$ cat config.mk
export PLATFORM = sky130hd
export DESIGN_NAME = pov_top
export DESIGN_NICKNAME = d
export VERILOG_FILES = /design/src/source/pov_pkg.sv /design/src/source/column_buffer.sv /design/src/source/display_regs.sv /design/src/source/hall_counter.sv /design/src/source/host_cmd_port.sv /design/src/source/led_shifter.sv /design/src/source/pov_top.sv /design/src/source/slice_tracker.sv
export VERILOG_INCLUDE_DIRS = /design/src /design/src/source
export SDC_FILE = /design/constraint.sdc
export NUM_CORES = 1
export LEC_CHECK = 0
export BUFFER_PORTS_ARGS = -buffer_cell sky130_fd_sc_hd__buf_2
export CAP_MARGIN = 20
export CORE_UTILIZATION = 48
export DETAILED_ROUTE_END_ITERATION = 6
export SLEW_MARGIN = 20
export SYNTH_ARGS = -nofsm -noshare
export SYNTH_HDL_FRONTEND = slang
export SYNTH_SLANG_ARGS = --single-unit
$ cat constraint.sdc
create_clock -name clk -period 4.5 [get_ports clk]
set_clock_uncertainty 0.2 [all_clocks]
set_input_delay 0.225 -clock clk [delete_from_list [all_inputs] [get_ports clk]]
set_output_delay 0.225 -clock clk [all_outputs]
set_load 0.005 [all_outputs]
$ cat src/source/pov_consts.svh
// Slice count must be a power of two that matches POV_SLICE_BITS
`ifndef POV_CONSTS_SVH
`define POV_CONSTS_SVH

// Angular slices per turn and the width of a slice number
`define POV_SLICES 64
`define POV_SLICE_BITS 6

// LEDs in one driver chain, one bit per pixel
`define POV_LEDS 16

// Command queue depth, equal to the host's starting credits
`define POV_CREDITS 4

// Turn period counter width, the counter saturates
`define POV_PERIOD_BITS 24

`endif

$ cat src/source/pov_pkg.sv
// Field widths come from pov_consts.svh and the opcodes fit in two bits
`include "pov_consts.svh"

package pov_pkg;

    // Host command opcodes
    typedef enum logic [1:0] {
        op_nop    = 2'd0,
        op_pixel  = 2'd1,
        op_enable = 2'd2,
        op_offset = 2'd3
    } cmd_op_e;

    typedef struct packed {
        cmd_op_e                    op;
        logic [`POV_SLICE_BITS-1:0] addr;
        logic [`POV_LEDS-1:0]       data;
    } host_cmd_t;

    // Register write, valid for a single cycle
    typedef struct packed {
        logic                 valid;
        cmd_op_e              op;
        logic [`POV_LEDS-1:0] data;
    } reg_wr_t;

    // Framebuffer write request, held until granted
    typedef struct packed {
        logic                       req;
        logic [`POV_SLICE_BITS-1:0] addr;
        logic [`POV_LEDS-1:0]       data;
    } col_wr_t;

    typedef enum logic [1:0] {
        s_idle,
        s_load,
        s_shift,
        s_latch
    } shift_state_e;

endpackage

$ cat src/source/column_buffer.sv
// One access per cycle with reads first and the contents are undefined until written
`include "pov_consts.svh"

module column_buffer (
    input  logic                       clk,
    input  pov_pkg::col_wr_t           col_wr,
    output logic                       col_grant,
    input  logic                       rd_req,
    input  logic [`POV_SLICE_BITS-1:0] slice_cnt,
    input  logic [`POV_SLICE_BITS-1:0] slice_offset,
    output logic [`POV_LEDS-1:0]       rd_data
);

    logic [`POV_LEDS-1:0]       mem [`POV_SLICES];
    logic [`POV_SLICE_BITS-1:0] rd_addr;

    // Slice plus offset, the slice-width sum wraps modulo the slice count
    assign rd_addr = slice_cnt + slice_offset;

    assign col_grant = col_wr.req & ~rd_req;

    always_ff @(posedge clk) begin
        if (rd_req) begin
            rd_data <= mem[rd_addr];
        end else if (col_grant) begin
            mem[col_wr.addr] <= col_wr.data;
        end
    end

endmodule

$ cat src/source/display_regs.sv
// Enable takes data bit 0 and the offset takes the low slice bits, other bits are ignored
`include "pov_consts.svh"

module display_regs (
    input  logic                       clk,
    input  logic                       arst_n,
    input  pov_pkg::reg_wr_t           reg_wr,
    output logic                       display_enable,
    output logic [`POV_SLICE_BITS-1:0] slice_offset
);

    import pov_pkg::*;

    always_ff @(posedge clk or negedge arst_n) begin
        if (!arst_n) begin
            display_enable <= 1'b0;
            slice_offset   <= '0;
        end else if (reg_wr.valid) begin
            case (reg_wr.op)
                op_enable: begin
                    display_enable <= reg_wr.data[0];
                end
                // Rotates the image against the hall position
                op_offset: begin
                    slice_offset <= reg_wr.data[`POV_SLICE_BITS-1:0];
                end
                default: begin
                    display_enable <= display_enable;
                end
            endcase
        end
    end

endmodule

$ cat src/source/hall_counter.sv
// Single hall input sampled on clk and turn_period saturates at its all-ones value
`include "pov_consts.svh"

module hall_counter (
    input  logic                        clk,
    input  logic                        arst_n,
    input  logic                        hall,
    output logic                        turn_start,
    output logic [`POV_PERIOD_BITS-1:0] turn_period
);

    localparam logic [`POV_PERIOD_BITS-1:0] PERIOD_MAX = '1;
    localparam logic [`POV_PERIOD_BITS-1:0] PERIOD_ONE = `POV_PERIOD_BITS'(1);

    logic                        hall_meta;
    logic                        hall_sync;
    logic                        hall_prev;
    logic                        hall_rise;
    logic [`POV_PERIOD_BITS-1:0] period_cnt;

    assign hall_rise = hall_sync & ~hall_prev;

    // Two sync stages, then the edge register
    always_ff @(posedge clk or negedge arst_n) begin
        if (!arst_n) begin
            hall_meta  <= 1'b0;
            hall_sync  <= 1'b0;
            hall_prev  <= 1'b0;
            turn_start <= 1'b0;
        end else begin
            hall_meta  <= hall;
            hall_sync  <= hall_meta;
            hall_prev  <= hall_sync;
            turn_start <= hall_rise;
        end
    end

    // Starts at one so the captured value is the spacing of turn_start pulses
    always_ff @(posedge clk or negedge arst_n) begin
        if (!arst_n) begin
            period_cnt  <= PERIOD_ONE;
            turn_period <= '0;
        end else if (hall_rise) begin
            turn_period <= period_cnt;
            period_cnt  <= PERIOD_ONE;
        end else if (period_cnt != PERIOD_MAX) begin
            period_cnt <= period_cnt + 1'b1;
        end
    end

endmodule

$ cat src/source/host_cmd_port.sv
// Host must never send without credit since the queue has no overflow check
`include "pov_consts.svh"

module host_cmd_port (
    input  logic               clk,
    input  logic               arst_n,
    input  logic               host_valid,
    input  pov_pkg::host_cmd_t host_cmd,
    output logic               host_credit,
    output pov_pkg::col_wr_t   col_wr,
    input  logic               col_grant,
    output pov_pkg::reg_wr_t   reg_wr
);

    import pov_pkg::*;

    localparam int DEPTH    = `POV_CREDITS;
    localparam int PTR_BITS = (DEPTH > 1) ? $clog2(DEPTH) : 1;
    localparam int CNT_BITS = $clog2(DEPTH + 1);
    localparam logic [PTR_BITS-1:0] PTR_LAST = PTR_BITS'(DEPTH - 1);

    host_cmd_t           queue [DEPTH];
    logic [PTR_BITS-1:0] wr_ptr;
    logic [PTR_BITS-1:0] rd_ptr;
    logic [CNT_BITS-1:0] count;
    host_cmd_t           head;
    logic                head_valid;
    logic                pop;

    assign head       = queue[rd_ptr];
    assign head_valid = (count != '0);

    // Pixels wait for the buffer, register and nop entries retire at once
    assign pop = head_valid && ((head.op != op_pixel) || col_grant);

    always_comb begin
        col_wr.req   = head_valid && (head.op == op_pixel);
        col_wr.addr  = head.addr;
        col_wr.data  = head.data;
        reg_wr.valid = head_valid && (head.op != op_pixel);
        reg_wr.op    = head.op;
        reg_wr.data  = head.data;
    end

    always_ff @(posedge clk) begin
        if (host_valid) begin
            queue[wr_ptr] <= host_cmd;
        end
    end

    always_ff @(posedge clk or negedge arst_n) begin
        if (!arst_n) begin
            wr_ptr      <= '0;
            rd_ptr      <= '0;
            count       <= '0;
            host_credit <= 1'b0;
        end else begin
            // One credit back per retired entry
            host_credit <= pop;
            if (host_valid) begin
                wr_ptr <= (wr_ptr == PTR_LAST) ? '0 : wr_ptr + 1'b1;
            end
            if (pop) begin
                rd_ptr <= (rd_ptr == PTR_LAST) ? '0 : rd_ptr + 1'b1;
            end
            case ({host_valid, pop})
                2'b10:   count <= count + 1'b1;
                2'b01:   count <= count - 1'b1;
                default: count <= count;
            endcase
        end
    end

endmodule

$ cat src/source/led_shifter.sv
// Driver pins trail the FSM by one cycle and a busy or disabled shifter drops slice_start
`include "pov_consts.svh"

module led_shifter (
    input  logic                 clk,
    input  logic                 arst_n,
    input  logic                 slice_start,
    input  logic                 display_enable,
    output logic                 rd_req,
    input  logic [`POV_LEDS-1:0] rd_data,
    output logic                 drv_sclk,
    output logic                 drv_sin,
    output logic                 drv_lat
);

    import pov_pkg::*;

    localparam int BIT_CNT_BITS = $clog2(2 * `POV_LEDS);
    localparam logic [BIT_CNT_BITS-1:0] BIT_LAST = BIT_CNT_BITS'(2 * `POV_LEDS - 1);

    shift_state_e            state;
    logic [BIT_CNT_BITS-1:0] bit_cnt;
    logic [`POV_LEDS-1:0]    shreg;

    assign rd_req = (state == s_load);

    always_ff @(posedge clk or negedge arst_n) begin
        if (!arst_n) begin
            state   <= s_idle;
            bit_cnt <= '0;
        end else begin
            case (state)
                s_idle: begin
                    if (slice_start && display_enable) begin
                        state <= s_load;
                    end
                end
                s_load: begin
                    state   <= s_shift;
                    bit_cnt <= '0;
                end
                s_shift: begin
                    bit_cnt <= bit_cnt + 1'b1;
                    if (bit_cnt == BIT_LAST) begin
                        state <= s_latch;
                    end
                end
                default: state <= s_idle;
            endcase
        end
    end

    // Bit 0 of the counter is the clock phase, data moves on the low half
    always_ff @(posedge clk or negedge arst_n) begin
        if (!arst_n) begin
            drv_sclk <= 1'b0;
            drv_sin  <= 1'b0;
            drv_lat  <= 1'b0;
        end else begin
            drv_sclk <= (state == s_shift) && bit_cnt[0];
            drv_lat  <= (state == s_latch);
            if (state != s_shift) begin
                drv_sin <= 1'b0;
            end else if (bit_cnt == '0) begin
                drv_sin <= rd_data[`POV_LEDS-1];
            end else if (!bit_cnt[0]) begin
                drv_sin <= shreg[`POV_LEDS-1];
            end
        end
    end

    // MSB goes straight from the buffer, the rest from here
    always_ff @(posedge clk) begin
        if (state == s_shift) begin
            if (bit_cnt == '0) begin
                shreg <= rd_data << 1;
            end else if (!bit_cnt[0]) begin
                shreg <= shreg << 1;
            end
        end
    end

endmodule

$ cat src/source/pov_top.sv
// One hall input and one driver chain, and the host keeps to POV_CREDITS outstanding commands
`include "pov_consts.svh"

module pov_top (
    input  logic                        clk,
    input  logic                        arst_n,
    input  logic                        hall,
    input  logic                        host_valid,
    input  pov_pkg::host_cmd_t          host_cmd,
    output logic                        host_credit,
    output logic                        drv_sclk,
    output logic                        drv_sin,
    output logic                        drv_lat,
    output logic [`POV_PERIOD_BITS-1:0] turn_period,
    output logic [`POV_SLICE_BITS-1:0]  slice_cnt
);

    import pov_pkg::*;

    logic                       turn_start;
    logic                       slice_start;
    col_wr_t                    col_wr;
    logic                       col_grant;
    reg_wr_t                    reg_wr;
    logic                       display_enable;
    logic [`POV_SLICE_BITS-1:0] slice_offset;
    logic                       rd_req;
    logic [`POV_LEDS-1:0]       rd_data;

    // Rotation timing
    hall_counter hall_counter (
        .clk(clk), .arst_n(arst_n),
        .hall(hall),
        .turn_start(turn_start),
        .turn_period(turn_period)
    );

    slice_tracker slice_tracker (
        .clk(clk), .arst_n(arst_n),
        .turn_start(turn_start),
        .turn_period(turn_period),
        .slice_start(slice_start),
        .slice_cnt(slice_cnt)
    );

    // Host side
    host_cmd_port host_cmd_port (
        .clk(clk), .arst_n(arst_n),
        .host_valid(host_valid), .host_cmd(host_cmd), .host_credit(host_credit),
        .col_wr(col_wr), .col_grant(col_grant),
        .reg_wr(reg_wr)
    );

    display_regs display_regs (
        .clk(clk), .arst_n(arst_n),
        .reg_wr(reg_wr),
        .display_enable(display_enable),
        .slice_offset(slice_offset)
    );

    // Framebuffer and driver chain
    column_buffer column_buffer (
        .clk(clk),
        .col_wr(col_wr), .col_grant(col_grant),
        .rd_req(rd_req), .slice_cnt(slice_cnt), .slice_offset(slice_offset),
        .rd_data(rd_data)
    );

    led_shifter led_shifter (
        .clk(clk), .arst_n(arst_n),
        .slice_start(slice_start), .display_enable(display_enable),
        .rd_req(rd_req), .rd_data(rd_data),
        .drv_sclk(drv_sclk), .drv_sin(drv_sin), .drv_lat(drv_lat)
    );

endmodule

$ cat src/source/slice_tracker.sv
// Step is the period divided by POV_SLICES and a new turn restarts the slice count at once
`include "pov_consts.svh"

module slice_tracker (
    input  logic                        clk,
    input  logic                        arst_n,
    input  logic                        turn_start,
    input  logic [`POV_PERIOD_BITS-1:0] turn_period,
    output logic                        slice_start,
    output logic [`POV_SLICE_BITS-1:0]  slice_cnt
);

    localparam int STEP_BITS = `POV_PERIOD_BITS - `POV_SLICE_BITS;
    localparam logic [`POV_SLICE_BITS-1:0] LAST_SLICE = `POV_SLICE_BITS'(`POV_SLICES - 1);

    logic [STEP_BITS-1:0] step;
    logic [STEP_BITS-1:0] step_cnt;
    logic                 running;

    // Never below one cycle, even for a very short first turn
    assign step = (turn_period[`POV_PERIOD_BITS-1:`POV_SLICE_BITS] == '0) ?
                  STEP_BITS'(1) : turn_period[`POV_PERIOD_BITS-1:`POV_SLICE_BITS];

    always_ff @(posedge clk or negedge arst_n) begin
        if (!arst_n) begin
            slice_start <= 1'b0;
            slice_cnt   <= '0;
            step_cnt    <= '0;
            running     <= 1'b0;
        end else begin
            slice_start <= 1'b0;
            if (turn_start) begin
                slice_start <= 1'b1;
                slice_cnt   <= '0;
                step_cnt    <= step - 1'b1;
                running     <= 1'b1;
            end else if (running) begin
                if (step_cnt != '0) begin
                    step_cnt <= step_cnt - 1'b1;
                end else if (slice_cnt == LAST_SLICE) begin
                    // Hold at the last slice until the hall fires again
                    running <= 1'b0;
                end else begin
                    slice_start <= 1'b1;
                    slice_cnt   <= slice_cnt + 1'b1;
                    step_cnt    <= step - 1'b1;
                end
            end
        end
    end

endmodule

After elaboration in Yosys (flattened, before gate mapping)
Memory sizes are Yosys's and may differ from the RTL's. A register that Yosys moved wholly into a read port is not among the register bits.
Cells that the tools add are included.

word-level totals
  memories kept = 2
  bits in writable memories = 1120
  flip-flop bits (word level) = 118
  input bits = 28

cells by class
  bitwise gates (word level) = 4
  reduce and logical (&&, ||, !) cells = 21
  equal/unequal tests = 22
  muxes and demuxes = 35
  add/subtract/negate cells = 10

memory list
  memory               words  width  rd ports  clocked after memory_dff  wr ports  line                 text
  column_buffer.mem    64     16     1         1                         1         column_buffer.sv:14  logic [`POV_LEDS-1:0] mem [`POV_SLICES];
  host_cmd_port.queue  4      24     1         0                         1         host_cmd_port.sv:22  host_cmd_t queue [DEPTH];

operator list
  cell                                                                      number
  18-bit 2-to-1 mux                                                         5
  24-bit 2-to-1 mux                                                         2
  18-bit by 1-bit subtractor with 18-bit output (second input constant)     2
  16-bit 2-to-1 mux                                                         2
  24-bit by 1-bit adder with 24-bit output (second input constant)          1
  6-bit 2-to-1 mux                                                          4
  24-bit inequality test (second input constant)                            1
  18-bit logical NOT                                                        1
  18-bit nonzero test                                                       1
  1-bit 2-to-1 mux                                                          15
  2-bit == test (second input constant)                                     7
  5-bit case mux with 2 select lines                                        1
  2-bit AND reduction                                                       5
  2-bit 2-to-1 mux                                                          4
  2-bit inequality test (second input constant)                             4
  2-bit nonzero test                                                        4
  6-bit by 1-bit adder with 6-bit output (second input constant)            1
  6-bit adder                                                               1
  2-bit by 1-bit == test with 1-bit output (second input constant)          3
  6-bit == test (second input constant)                                     1
  2-bit by 1-bit inequality test with 1-bit output (second input constant)  3
  2-bit case mux with 3 select lines                                        1
  3-bit case mux with 2 select lines                                        1
  5-bit by 1-bit adder with 5-bit output (second input constant)            1
  14 further kinds                                                          21

Logic depth before layout (Yosys ltp)
An unclocked memory read counts as a cell.

  word-level depth = 8
  gate-level depth with buffers = 11

Cells and area by module
Synthesis repeated with hierarchy kept, for this count alone.

second synthesis, totals
  cells, all modules = 2718
  area, all modules = 50515.9 sq um

by module, submodules not included
  module         area an instance (sq um)  times used  cells an instance
  column_buffer  40491.3                   1           1901
  host_cmd_port  4180.3                    1           200
  hall_counter   2393.5                    1           249
  slice_tracker  1981.9                    1           240
  led_shifter    1197.4                    1           112
  display_regs   271.5                     1           16

Worst setup path before layout
No wires, ideal clock.

  kind = flip-flop to flip-flop
  from = register host_cmd_port.rd_ptr[0]
  to = memory column_buffer.mem[60][0] in the netlist's numbering, enable pin
  arrival time = 2.458 ns
  buffers on the path = 2
  clock period less this slack = 3.046 ns
  slack = 1.454 ns
  required time = 3.912 ns
  cell stages (with the launch flop) = 7
  cell sequence = dfrtp_1 -> buf_4 -> buf_2 -> mux4_2 -> nor2_1 -> nand2_1 -> nor2_1

between the ends
  longest elaborated chain between the ends = 7

RTL lines
  element                                   line                 text
  start: declaration                        host_cmd_port.sv:24  logic [PTR_BITS-1:0] rd_ptr;
  start signal: assignment                  host_cmd_port.sv:64  rd_ptr <= (rd_ptr == PTR_LAST) ? '0 : rd_ptr + 1'b1;
  memory read 4 x 24 bit (*)                -
  2-bit by 1-bit == test with 1-bit output  host_cmd_port.sv:37  col_wr.req = head_valid && (head.op == op_pixel);
  1-bit logical AND                         host_cmd_port.sv:37
  1-bit AND                                 column_buffer.sv:20  assign col_grant = col_wr.req & ~rd_req;
  1-bit 2-to-1 mux                          column_buffer.sv:25  end else if (col_grant) begin
  1-bit 2-to-1 mux                          column_buffer.sv:23  if (rd_req) begin
  1-bit 2-to-1 mux (implied by the code)    column_buffer.sv:26  mem[col_wr.addr] <= col_wr.data;
  end: declaration                          column_buffer.sv:14

Mark *: on every way between the ends. The rest lies on a longest branch, timed or not.

Worst setup path in the final report
  from = register slice_tracker.slice_cnt[0]
  to = register column_buffer.rd_data[1], read port of column_buffer.mem, data pin

between the ends
  longest elaborated chain between the ends = 1

RTL lines
  element                   line                 text
  start: declaration        slice_tracker.sv:10  output logic [`POV_SLICE_BITS-1:0] slice_cnt
  start signal: assignment  slice_tracker.sv:45  slice_cnt <= slice_cnt + 1'b1;
  6-bit adder               column_buffer.sv:18  assign rd_addr = slice_cnt + slice_offset;
  end: declaration          column_buffer.sv:11  output logic [`POV_LEDS-1:0] rd_data

No other way between the ends.
A chain may end at the register's enable or synchronous reset.

==> qor.yml <==
power_and_ir_drop:
  p_clk_frac: 0.274
  p_per_area_nw_per_um2: 663
  ir_drop_mv: 0.565
  comb_power_share: 0.315
  power_uw: 38000
  p_int_uw: 26100
  p_leak_uw: 0.0196
  seq_power_share: 0.411
  p_sw_frac: 0.312
  p_sw_uw: 11800
placement:
  dp_slack_ns: 0.365
  hpwl_um: 66800
  gp_congestion: 0.797
  io_buffers: 61
  placed_area_um2: 52800
clock_network:
  clock-root-buffer: "clkbuf_16"
  clock_sinks: 1254
  clk_pin_slew_worst_paths_ns: 0.06
  cts_setup_buffers: 0
  clock_latency_ns: 0.73
  numCtsBuffers: 131
  htree_levels: 4
  cts_resized: 0
  clockBufferDepth: 3
  cts_tree: "built"
die:
  core_area_um2: 102000
  die_y_um: 324
  dieWidth_um: 324
  fp.dieArea_um2: 105000
  rows: 117
  io_pins: 62
  initial_core_util: 0.487
yosys:
  ys_seq_area_frac: 0.746
  ys_types: 72
  synth_top_flop_cell: "edfxtp_1"
  async_reset_ff_frac: 0.0821
  synthesis.area_um2: 49800
  syn_avg_cell_area_um2: 20.6
  synth_cells: 2415
  yosys_warnings: 0
  syn-num-nets: 2467
  synth_edf_count: 1151
  ys_ff_latch: 1254
worst_setup_path:
  arrival_ns: 4.37
  cp-start-kind: "flip-flop"
  cp.required_ns: 4.75
  critPathMaxFanout: 55
  crit_type: "flip-flop to flip-flop"
  crit_path_end_kind: "flip-flop"
  reg2regPathDepth: 8
timing:
  fin_ws_ns: 0.379
  hold_viol_final: 0
  slew_viol_final: 0
  finalSetupViolCount: 0
  setup_tns_ns: 0
  fmax_mhz: 243
  fin_crit_ns: 4.12
  tightest_slew_ns: 1.11
  max_slew_margin: 0.259
  finalHoldWorstSlack_ns: 0.0521
  finalCritPeriodShare: 0.916
  rsz0062_at_grt: "no"
global_routing:
  antenna_found_initial: 2
  grt_overflow: 0
  grt_pass1_wl_um: 165000
  track_usage: 0.219
  grt_pass1_vias: 25200
  grt_start_max_net_pins: 67
detailed_routing:
  viasPerCell: 5.85
  avgRoutedWirePerCell_um: 26.9
  drt_iter0_drc: 2247
  ant_nets: 0
  vias: 24300
  wl_um: 112000
  firstDrtPassIters: 5
  drcViolationCount: 0
finish:
  fin_nets: 2741
  fillers: 7609
  diodes: 0
  final_layout_size_suffix_gt1_frac: 0.267
  area_delta_synth_final_pct: 15.0
  final_area_um2: 57300
worst_hold_path:
  min_path_type: "input port to flip-flop"
  whs_path_depth: 2
job:
  cap_violations: 0
status:
  status: "complete, no violations"
[stage by stage]
| step | utilization | std cells |
|---|---|---|
| detailed placement | 0.516 | 3892 |
| global placement | 0.516 | 3892 |
| global route | 0.560 | 4158 |
| finish | 0.560 | 4158 |
| floorplan | - | 2415 |
| CTS | 0.560 | 4158 |
[per-layer routing]
| metal | up-vias | share of wire | track usage |
|---|---|---|---|
| met5 | - | 0 | 0 |
| met4 | 0 | 0.024 | 0.0668 |
| met3 | 162 | 0.060 | 0.0343 |
| met2 | 755 | 0.49 | 0.357 |
| met1 | 13000 | 0.43 | 0.306 |
| li1 | 10400 | - | - |
[synth_stat cells, types with 4 or more instances]
master | instances | area (um^2)
edfxtp_1 | 1151 | 34600
mux4_2 | 280 | 6310
mux2i_1 | 244 | 2440
nor2_1 | 127 | 477
dfrtp_1 | 102 | 2550
buf_2 | 57 | 285
nand2_1 | 56 | 210
mux2_2 | 44 | 495
clkbuf_1 | 33 | 124
o21ai_0 | 28 | 140
nor3_1 | 23 | 115
ha_1 | 22 | 275
xor2_1 | 21 | 184
inv_1 | 20 | 75.1
xnor2_1 | 20 | 175
a21oi_1 | 19 | 95.1
nand3_1 | 18 | 90.1
buf_1 | 15 | 56.3
and2_1 | 11 | 68.8
and3_1 | 11 | 68.8
nand4_1 | 10 | 62.6
or3_1 | 7 | 43.8
nor2b_1 | 6 | 37.5
nor4_1 | 6 | 37.5
and4_1 | 5 | 43.8
a21o_1 | 4 | 30.0
nand2b_1 | 4 | 25.0
[layout make-up]
type                    instances  area [um^2]  share of cell area
flip-flops and latches       1254        37100               0.648
repair buffers                251         2050              0.0358
multi-input cells            1030        12200               0.212
inverters                      21         78.8             0.00138
clock inverters                54          557             0.00972
clock buffers                 180         3580              0.0625
well taps                    1368         1710              0.0299
[cells by family after synthesis]
family                     share of synthesized area
DFF                                            0.746
adders and majority gates                    0.00633
muxes                                          0.186
buffers and inverters                         0.0118
AOI/OAI and AO/OA                             0.0113
and+or+nand+nor                               0.0317
xor gates and xnor gates                     0.00754
[worst max-delay path, stage by stage, from the launching register on]
cell     delay, ns
dfrtp_1       0.47
ha_4          0.21
fa_4          0.91
buf_12        0.33
mux4_2        0.38
mux2i_1       0.34
mux2i_1       0.17
mux2i_1       0.57
mux2i_1       0.16
[layout by cell type, fill, tap and decap left out, types with 4 or more instances in the layout]
cell,synthesis,routed
edfxtp_1,1151,1151
mux4_2,280,277
mux2i_1,244,244
buf_4,3,141
clkbuf_16,0,136
nor2_1,127,127
dfrtp_1,102,101
buf_2,57,60
nand2_1,56,56
mux2_2,44,44
clkbuf_1,33,43
dlygate4sd3_1,0,31
o21ai_0,28,28
nor3_1,23,23
inv_1,20,20
xor2_1,21,20
ha_1,22,20
clkinv_1,0,20
a21oi_1,19,19
xnor2_1,20,19
buf_12,0,19
nand3_1,18,18
clkinv_2,0,15
and2_1,11,11
and3_1,11,11
nand4_1,10,10
bufinv_16,0,9
or3_1,7,7
nor4_1,6,6
nor2b_1,6,5
and4_1,5,5
clkinv_8,0,5
nand2b_1,4,4
inv_6,0,4
[registers in the layout, indices dropped and copies added, names as in the netlist, 2 cells and up]
| signal | count |
|---|---|
| host_cmd_port.wr_ptr | 2 |
| column_buffer.mem | 1024 |
| column_buffer.rd_data | 16 |
| hall_counter.turn_period | 24 |
| host_cmd_port.rd_ptr | 2 |
| slice_tracker.step_cnt | 18 |
| host_cmd_port.count | 3 |
| led_shifter.state | 2 |
| hall_counter.period_cnt | 24 |
| led_shifter.shreg | 15 |
| slice_tracker.slice_cnt | 6 |
| led_shifter.bit_cnt | 5 |
| display_regs.slice_offset | 6 |
| host_cmd_port.queue | 96 |
[power groups by stage]
stage | registers [uW] | logic (uW) | clock network (uW)
6_report | 15600 | 11900 | 10400
4_1_cts | 15600 | 12100 | 10600
5_1_grt | 15700 | 12700 | 11100
3_5_place_dp | 15900 | 12100 | 0
2_1_floorplan | 15700 | 7460 | 0
3_3_place_gp | 15800 | 11900 | 0
[repair_timing]
action	CTS	global route
hold buffers	32	0
hold endpoints to repair	205	0
endpoints found under the setup margin	0	0
[final timing paths]
path	start	slack (ns)	endpoint
setup / recovery	slice_tracker.slice_cnt[0]	0.38	column_buffer.rd_data[1]
hold / removal	host_cmd[19]	0.05	host_cmd_port.queue[2][19]
setup reg to reg	slice_tracker.slice_cnt[0]	0.38	column_buffer.rd_data[1]
hold reg to reg	hall_counter.hall_meta	0.15	hall_counter.hall_sync
max in group asynchronous	arst_n	3.14	slice_tracker.slice_cnt[1]
min in group asynchronous	arst_n	0.37	hall_counter.period_cnt[0]
Note: power is estimated with default switching activity, not from simulation.
